## src/source/reconfig_regs_pkg.sv

```systemverilog
/* register map of the transceiver reconfiguration controller analog window
   imported by the encoder, the write sequencer and the top level for addresses and codes */
`default_nettype none

package reconfig_regs_pkg;

   // management bus widths
   localparam int AV_ADDR_WIDTH = 32;   // the controller decodes only the low bits
   localparam int AV_DATA_WIDTH = 32;

   // analog register window
   localparam logic [AV_ADDR_WIDTH-1:0] ADDR_XR_ANALOG_LCH    = 32'd8;   // logical channel select
   localparam logic [AV_ADDR_WIDTH-1:0] ADDR_XR_ANALOG_STATUS = 32'd10;  // control and status
   localparam logic [AV_ADDR_WIDTH-1:0] ADDR_XR_ANALOG_OFFSET = 32'd11;  // selects the analog setting
   localparam logic [AV_ADDR_WIDTH-1:0] ADDR_XR_ANALOG_DATA   = 32'd12;  // value of that setting

   // writing this to the status register launches the analog write
   localparam logic [AV_DATA_WIDTH-1:0] STATUS_CMD_WRITE = 32'd1;

   /* offsets inside the analog window
      note that the pre-tap sits below the post-tap in the controller map */
   localparam logic [AV_DATA_WIDTH-1:0] OFFSET_VOD  = 32'd0;   // main tap output swing
   localparam logic [AV_DATA_WIDTH-1:0] OFFSET_PRE  = 32'd1;   // first pre-emphasis pre-tap
   localparam logic [AV_DATA_WIDTH-1:0] OFFSET_POST = 32'd2;   // first pre-emphasis post-tap

endpackage

`default_nettype wire

```

## src/source/pma_tap_pkg.sv

```systemverilog
/* tap and sequencer definitions shared by the analog settings updater
   imported by the queue, the encoder, the sequencer and the testbench properties */
`default_nettype none

package pma_tap_pkg;

   // tap value widths as they arrive from link training
   localparam int MAIN_TAP_WIDTH = 6;   // VOD setting
   localparam int POST_TAP_WIDTH = 5;   // first post-tap magnitude
   localparam int PRE_TAP_WIDTH  = 4;   // first pre-tap magnitude before negation
   localparam int TAP_COUNT      = 3;   // main, post and pre

   /* the pending mask tap_to_upd has main on bit 2, post on bit 1 and pre on bit 0
      taps are serviced from the highest set bit down */

   // names the tap currently being written to the controller
   typedef enum logic [1:0] {
      TAP_MAIN = 2'd0,   // VOD
      TAP_POST = 2'd1,
      TAP_PRE  = 2'd2
   } tap_t;

   // write sequencer states where each write state matches the register on the bus
   typedef enum logic [2:0] {
      SEQ_IDLE      = 3'd0,   // no tap in progress
      SEQ_WR_LCH    = 3'd1,   // logical channel write on the bus
      SEQ_WR_OFFSET = 3'd2,   // offset write on the bus
      SEQ_WR_DATA   = 3'd3,   // tap data write on the bus
      SEQ_WR_STATUS = 3'd4,   // write command on the bus
      SEQ_WAIT_RISE = 3'd5,   // controller has not yet started
      SEQ_WAIT_FALL = 3'd6    // controller is busy with the tap
   } seq_state_t;

endpackage

`default_nettype wire

```

## src/source/tap_request_queue.sv

```systemverilog
/* holds the taps of an accepted link training request
   presents one pending tap at a time to the write sequencer, main first and pre last */
`default_nettype none

module tap_request_queue (
   input  wire                              clk,
   input  wire                              reset,
   input  wire                              lt_start,     // update request level
   input  wire                              mgmt_busy,    // controller busy level
   input  wire [pma_tap_pkg::TAP_COUNT-1:0] tap_to_upd,   // taps named by the request
   input  wire                              tap_done,     // active tap has been written
   output logic                             tap_valid,
   output pma_tap_pkg::tap_t                active_tap,
   output logic                             rc_busy
);
   import pma_tap_pkg::*;

   logic [TAP_COUNT-1:0] pending;        // taps still to be written
   logic [TAP_COUNT-1:0] pending_next;
   logic [TAP_COUNT-1:0] active_bit;     // one hot form of active_tap
   logic                 accept;

   // a request is taken only when the queue is empty and the controller is idle
   assign accept = lt_start && !mgmt_busy && (|tap_to_upd) && !(|pending);

   // priority select of the next tap
   always_comb begin
      if (pending[2]) begin
         active_tap = TAP_MAIN;           // VOD always goes first
         active_bit = 3'b100;
      end else if (pending[1]) begin
         active_tap = TAP_POST;
         active_bit = 3'b010;
      end else if (pending[0]) begin
         active_tap = TAP_PRE;
         active_bit = 3'b001;
      end else begin
         active_tap = TAP_MAIN;           // don't care while tap_valid is low
         active_bit = 3'b000;
      end
   end

   always_comb begin
      pending_next = pending;
      if (accept)
         pending_next = tap_to_upd;       // the mask is frozen for the whole request
      else if (tap_done)
         pending_next = pending & ~active_bit;  // retire the tap just written
   end

   always_ff @(posedge clk or posedge reset) begin
      if (reset) begin
         pending <= '0;
         rc_busy <= 1'b0;
      end else begin
         pending <= pending_next;
         rc_busy <= |pending_next;        // falls on the same edge the last tap retires
      end
   end

   assign tap_valid = |pending;          // a tap is waiting or in progress

endmodule

`default_nettype wire

```

## src/source/tap_word_encoder.sv

```systemverilog
/* forms the offset and data words for the tap being written
   purely combinational so the sequencer sees the words in the same cycle as active_tap */
`default_nettype none

module tap_word_encoder (
   input  wire pma_tap_pkg::tap_t                      active_tap,
   input  wire [pma_tap_pkg::MAIN_TAP_WIDTH-1:0]       main_tap,
   input  wire [pma_tap_pkg::POST_TAP_WIDTH-1:0]       post_tap,
   input  wire [pma_tap_pkg::PRE_TAP_WIDTH-1:0]        pre_tap,
   output logic [reconfig_regs_pkg::AV_DATA_WIDTH-1:0] tap_offset,
   output logic [reconfig_regs_pkg::AV_DATA_WIDTH-1:0] tap_data
);
   import reconfig_regs_pkg::*;
   import pma_tap_pkg::*;

   logic [PRE_TAP_WIDTH-1:0]  pre_tap_enc;   // negated pre-tap
   logic [AV_DATA_WIDTH-1:0]  main_word;
   logic [AV_DATA_WIDTH-1:0]  post_word;
   logic [AV_DATA_WIDTH-1:0]  pre_word;

   /* the controller expects the pre-tap as a negative two's complement value
      zero stays zero and any other v becomes 16 minus v */
   assign pre_tap_enc = -pre_tap;

   // tap values are unsigned and go out zero extended
   assign main_word = {{(AV_DATA_WIDTH-MAIN_TAP_WIDTH){1'b0}}, main_tap};
   assign post_word = {{(AV_DATA_WIDTH-POST_TAP_WIDTH){1'b0}}, post_tap};
   assign pre_word  = {{(AV_DATA_WIDTH-PRE_TAP_WIDTH){1'b0}}, pre_tap_enc};

   always_comb begin
      case (active_tap)
         TAP_MAIN: begin
            tap_offset = OFFSET_VOD;      // VOD setting
            tap_data   = main_word;
         end
         TAP_POST: begin
            tap_offset = OFFSET_POST;
            tap_data   = post_word;
         end
         TAP_PRE: begin
            tap_offset = OFFSET_PRE;
            tap_data   = pre_word;        // sent in negated form
         end
         default: begin
            tap_offset = OFFSET_VOD;      // unused encoding of tap_t
            tap_data   = '0;
         end
      endcase
   end

endmodule

`default_nettype wire

```

## src/source/analog_write_sequencer.sv

```systemverilog
/* writes one tap into the controller analog window as four back to back register writes
   then waits for the controller busy pulse and reports the tap as done */
`default_nettype none

module analog_write_sequencer (
   input  wire                                          clk,
   input  wire                                          reset,
   input  wire                                          tap_valid,        // a tap is pending
   input  wire                                          mgmt_busy,        // controller busy level
   input  wire  [reconfig_regs_pkg::AV_DATA_WIDTH-1:0]  logical_channel,
   input  wire  [reconfig_regs_pkg::AV_DATA_WIDTH-1:0]  tap_offset,
   input  wire  [reconfig_regs_pkg::AV_DATA_WIDTH-1:0]  tap_data,
   output logic                                         av_write,
   output logic [reconfig_regs_pkg::AV_ADDR_WIDTH-1:0]  av_address,
   output logic [reconfig_regs_pkg::AV_DATA_WIDTH-1:0]  av_writedata,
   output logic                                         tap_done
);
   import reconfig_regs_pkg::*;
   import pma_tap_pkg::*;

   seq_state_t               state;
   seq_state_t               state_next;
   logic                     write_next;      // bus values for the next cycle
   logic [AV_ADDR_WIDTH-1:0] address_next;
   logic [AV_DATA_WIDTH-1:0] writedata_next;

   // one cycle pulse once the controller has finished with the tap
   assign tap_done = (state == SEQ_WAIT_FALL) && !mgmt_busy;

   always_comb begin
      state_next     = state;
      write_next     = 1'b0;
      address_next   = av_address;            // hold the last write when the bus is idle
      writedata_next = av_writedata;
      case (state)
         SEQ_IDLE: begin
            if (tap_valid) begin
               state_next     = SEQ_WR_LCH;
               write_next     = 1'b1;
               address_next   = ADDR_XR_ANALOG_LCH;
               writedata_next = logical_channel;   // select the channel first
            end
         end
         SEQ_WR_LCH: begin
            state_next     = SEQ_WR_OFFSET;
            write_next     = 1'b1;
            address_next   = ADDR_XR_ANALOG_OFFSET;
            writedata_next = tap_offset;           // which analog setting to change
         end
         SEQ_WR_OFFSET: begin
            state_next     = SEQ_WR_DATA;
            write_next     = 1'b1;
            address_next   = ADDR_XR_ANALOG_DATA;
            writedata_next = tap_data;
         end
         SEQ_WR_DATA: begin
            state_next     = SEQ_WR_STATUS;
            write_next     = 1'b1;
            address_next   = ADDR_XR_ANALOG_STATUS;
            writedata_next = STATUS_CMD_WRITE;     // kicks off the analog write
         end
         SEQ_WR_STATUS: begin
            state_next = SEQ_WAIT_RISE;            // the command is on the bus this cycle
         end
         SEQ_WAIT_RISE: begin
            if (mgmt_busy)
               state_next = SEQ_WAIT_FALL;         // controller has picked up the command
         end
         SEQ_WAIT_FALL: begin
            if (!mgmt_busy)
               state_next = SEQ_IDLE;              // tap is in the transceiver now
         end
         default: begin
            state_next = SEQ_IDLE;                 // unused encoding recovers to idle
         end
      endcase
   end

   always_ff @(posedge clk or posedge reset) begin
      if (reset) begin
         state        <= SEQ_IDLE;
         av_write     <= 1'b0;
         av_address   <= '0;
         av_writedata <= '0;
      end else begin
         state        <= state_next;
         av_write     <= write_next;          // registered so the strobe is glitch free
         av_address   <= address_next;
         av_writedata <= writedata_next;
      end
   end

endmodule

`default_nettype wire

```

## src/source/pma_reconfig_top.sv

```systemverilog
/* transceiver analog settings updater for link training
   turns a tap update request into register writes to the reconfiguration controller */
`default_nettype none

module pma_reconfig_top (
   input  wire                                          clk,
   input  wire                                          reset,
   input  wire                                          lt_start,
   input  wire                                          mgmt_busy,
   input  wire  [pma_tap_pkg::TAP_COUNT-1:0]            tap_to_upd,
   input  wire  [pma_tap_pkg::MAIN_TAP_WIDTH-1:0]       main_tap,
   input  wire  [pma_tap_pkg::POST_TAP_WIDTH-1:0]       post_tap,
   input  wire  [pma_tap_pkg::PRE_TAP_WIDTH-1:0]        pre_tap,
   input  wire  [reconfig_regs_pkg::AV_DATA_WIDTH-1:0]  logical_channel,
   output logic                                         av_write,
   output logic [reconfig_regs_pkg::AV_ADDR_WIDTH-1:0]  av_address,
   output logic [reconfig_regs_pkg::AV_DATA_WIDTH-1:0]  av_writedata,
   output logic                                         rc_busy
);
   import reconfig_regs_pkg::*;
   import pma_tap_pkg::*;

   logic                     tap_valid;    // queue holds a tap
   tap_t                     active_tap;   // tap being written
   logic [AV_DATA_WIDTH-1:0] tap_offset;
   logic [AV_DATA_WIDTH-1:0] tap_data;
   logic                     tap_done;     // sequencer finished the active tap

   tap_request_queue i_queue (
      .clk        (clk),
      .reset      (reset),
      .lt_start   (lt_start),
      .mgmt_busy  (mgmt_busy),
      .tap_to_upd (tap_to_upd),
      .tap_done   (tap_done),
      .tap_valid  (tap_valid),
      .active_tap (active_tap),
      .rc_busy    (rc_busy)
   );

   tap_word_encoder i_encoder (
      .active_tap (active_tap),
      .main_tap   (main_tap),
      .post_tap   (post_tap),
      .pre_tap    (pre_tap),
      .tap_offset (tap_offset),
      .tap_data   (tap_data)
   );

   analog_write_sequencer i_sequencer (
      .clk             (clk),
      .reset           (reset),
      .tap_valid       (tap_valid),
      .mgmt_busy       (mgmt_busy),
      .logical_channel (logical_channel),
      .tap_offset      (tap_offset),
      .tap_data        (tap_data),
      .av_write        (av_write),
      .av_address      (av_address),
      .av_writedata    (av_writedata),
      .tap_done        (tap_done)
   );

endmodule

`default_nettype wire

```

## config.mk

```make
export PLATFORM = sky130hd
export DESIGN_NAME = pma_reconfig_top
export DESIGN_NICKNAME = d
export VERILOG_FILES = /design/src/source/reconfig_regs_pkg.sv /design/src/source/pma_tap_pkg.sv /design/src/source/tap_request_queue.sv /design/src/source/tap_word_encoder.sv /design/src/source/analog_write_sequencer.sv /design/src/source/pma_reconfig_top.sv
export SDC_FILE = /design/constraint.sdc
export NUM_CORES = 1
export LEC_CHECK = 0
export BUFFER_PORTS_ARGS = -buffer_cell sky130_fd_sc_hd__buf_4
export CAP_MARGIN = 15
export CELL_PAD_IN_SITES_DETAIL_PLACEMENT = 1
export CELL_PAD_IN_SITES_GLOBAL_PLACEMENT = 1
export CORE_MARGIN = 2
export CORE_UTILIZATION = 32
export CTS_CLUSTER_SIZE = 28
export DETAILED_ROUTE_END_ITERATION = 8
export MAX_ROUTING_LAYER = met4
export PLACE_DENSITY = 0.85
export SLEW_MARGIN = 20
export SYNTH_ARGS = -nofsm -noshare
export SYNTH_HDL_FRONTEND = slang
export SYNTH_SLANG_ARGS = --single-unit
```

## constraint.sdc

```tcl
create_clock -name clk -period 2.31 [get_ports clk]
set_input_delay 0.231 -clock clk [delete_from_list [all_inputs] [get_ports clk]]
set_output_delay 0.231 -clock clk [all_outputs]
set_load 0.01 [all_outputs]
```

==> results.cfg <==
[logic_synthesis]
synth_ff_type = dfrtp_1
syn_inst = 187
yosysWarnings = 0
synth.avg_cell_area_um2 = 11.3
ys_ff_latch = 44
mappedNetlistArea_um2 = 2120
synth-seq-area-share = 0.519
ys_async_sr_fraction = 1.00
synth_edf_count = 0
yosysUniqueCellTypes = 37

[clock_network]
clk_path_buf_depth = 2
cts_root_buf = clkbuf_8
cts_resized = 0
cts_buffers = 5
path_clk_slew_ps = 80
post_cts_buffers = 0
cts_hold_buf = 1
clk_latency_ps = 290
ctsHtreeMaxLevel = 2
cts_tree = done
clock-sinks = 44

[run]
max_cap_viol_count = 0

[floorplan]
ios = 120
die_width_um = 85.4
die_h_um = 85.4
rows = 29
start_util = 0.332
core_area_um2 = 6390
dieArea_um2 = 7290

[timing]
fin_crit_sh = 0.812
max_freq_mhz = 533
tns_ps = 0
worst_pin_slew_ps = 557
hold_viol = 0
skew_ps = 4.68
slew_headroom = 0.625
setup_violations = 0
min_period_ps = 1880
rsz0062_at_grt = no
drv_slew = 0

[drt]
drtIter0Drc = 37
vias = 1762
routed_wl_um = 5880
via_per_inst = 4.95
drt_pass1_iterations = 4
ant_nets = 0
avgRoutedWirePerCell_um = 16.5
remaining_drc_errors = 0

[status]
status = completed

[power]
p_per_area_nw_per_um2 = 1350
leakagePower_nw = 1.50
ir_worst_vdd_mv = 0.661

[final_layout]
areaGrowthSynthToFinish_pct = 37.1
register_area_um2 = 1100
nFillCells = 729
drive_above_1_share = 0.376
multi_input_area_um2 = 840
antenna_cells = 0
final_area_um2 = 2910
final_net_count = 334

[place]
place_area_um2 = 2770
gp_congestion = 0.761
numPortBuffers = 91
dp_hpwl_um = 4410

[global_routing]
antenna_found_initial = 0
use_met2 = 0.266
use_met3 = 0.0389
grt_overflow = 0
grt_usage = 0.167
grt_max_degree = 34
top_usage_layer = met2
grt_pass1_vias = 1882
met1_usage = 0.218
grt_first_pass_wirelength_um = 9370

[setup_path]
end_kind = register
crit_path_start_kind = register
cp_max_fo = 17
worstPathRequired_ps = 2480
crit_type = reg -> reg
cp.arrival_ps = 2050

[min_path]
hold_path_class = in -> reg
## path summary, 6_finish.rpt
check | end | startpoint | slack (ps) | depth (start not counted)
min in group asynchronous | i_sequencer.av_writedata[19] | reset | 450 | 3
min | i_sequencer.av_writedata[16] | logical_channel[16] | 150 | 2
max reg2reg | i_queue.rc_busy | i_sequencer.state[2] | 430 | 4
max in group asynchronous | i_sequencer.av_address[3] | reset | 1130 | 4
max | i_queue.rc_busy | i_sequencer.state[2] | 430 | 4
min reg2reg | i_sequencer.av_address[3] | i_sequencer.av_address[3] | 470 | 1
## cell usage after synthesis, drive strengths merged, types with 3 or more instances
cell type  number  area share
nor3            6       0.017
inv             5      0.0089
nor2            4      0.0071
nand2b          6       0.018
dfrtp          44        0.52
a2bb2oi         4       0.017
nand2           4      0.0071
o21ai          10       0.024
a22o           31        0.13
clkbuf          3      0.0053
a21oi           3      0.0071
or3             3      0.0089
buf            35        0.12
## logic make-up (layout without fill, tap and decap cells)
group	after synthesis	after routing	synth area share
AO/OA/AOI/OAI	63	63	0.232
adder cells (fa/ha/maj)	1	1	0.00590
XOR/XNOR	1	1	0.00413
AND/OR/NAND/NOR	34	34	0.104
other	1	28	0.00177
buffers and inverters	43	108	0.133
flip-flops	44	44	0.519
## routing by layer
metal,vias to the layer above,routed length (µm)
met3,6,494
met4,0,51
met2,91,2720
met1,856,2610
met5,-,0
li1,809,-
## layout by cell type, fill, tap and decap left out, types with 5 or more instances in the layout
cell type and n:
a22o_1 31, buf_4 95, clkbuf_8 5, conb_1 28, dfrtp_1 44, nand2b_1 6, nor3_1 5, o21ai_0 10
## cell type report
type	count	area share
timing repair buffer	96	0.249
tap	77	0.0331
inverter	5	0.00645
sequential	44	0.379
multi-input combinational	127	0.289
clock inverter	2	0.0207
clock buffer	5	0.0237
## flip-flops by register name, summed over array words and instances, names as in the netlist
register and flops:
i_sequencer.av_address 4, i_queue.pending 3, i_sequencer.av_writedata 32, i_queue.rc_busy 1, i_sequencer.av_write 1, i_sequencer.state 3
## through the flow
stage                     hold WS [ps]  cells  power, W  setup WS, ps  utilization
final                              153    356   0.00393           435        0.455
after global routing               141    356   0.00421           347        0.455
after CTS                          142    356   0.00396           438        0.455
after detailed placement           196    348   0.00328           450        0.434
after global placement             190    348   0.00320           526        0.434
after floorplan                    364    214   0.00248           683            -
## power by group
group | total, W | internal (W) | switching, W
Combinational | 0.00180 | 0.000900 | 0.000900
Clock | 0.000670 | 0.000425 | 0.000245
Sequential | 0.00146 | 0.00112 | 0.000338
Total | 0.00393 | 0.00244 | 0.00148
## worst max-delay path: stages, from the launching register on
cell	delay, ps
dfrtp_1	700
nand4bb_4	150
or3_1	340
a22o_1	200
or3_1	360
No activity file was read; power rests on OpenSTA's default activity.
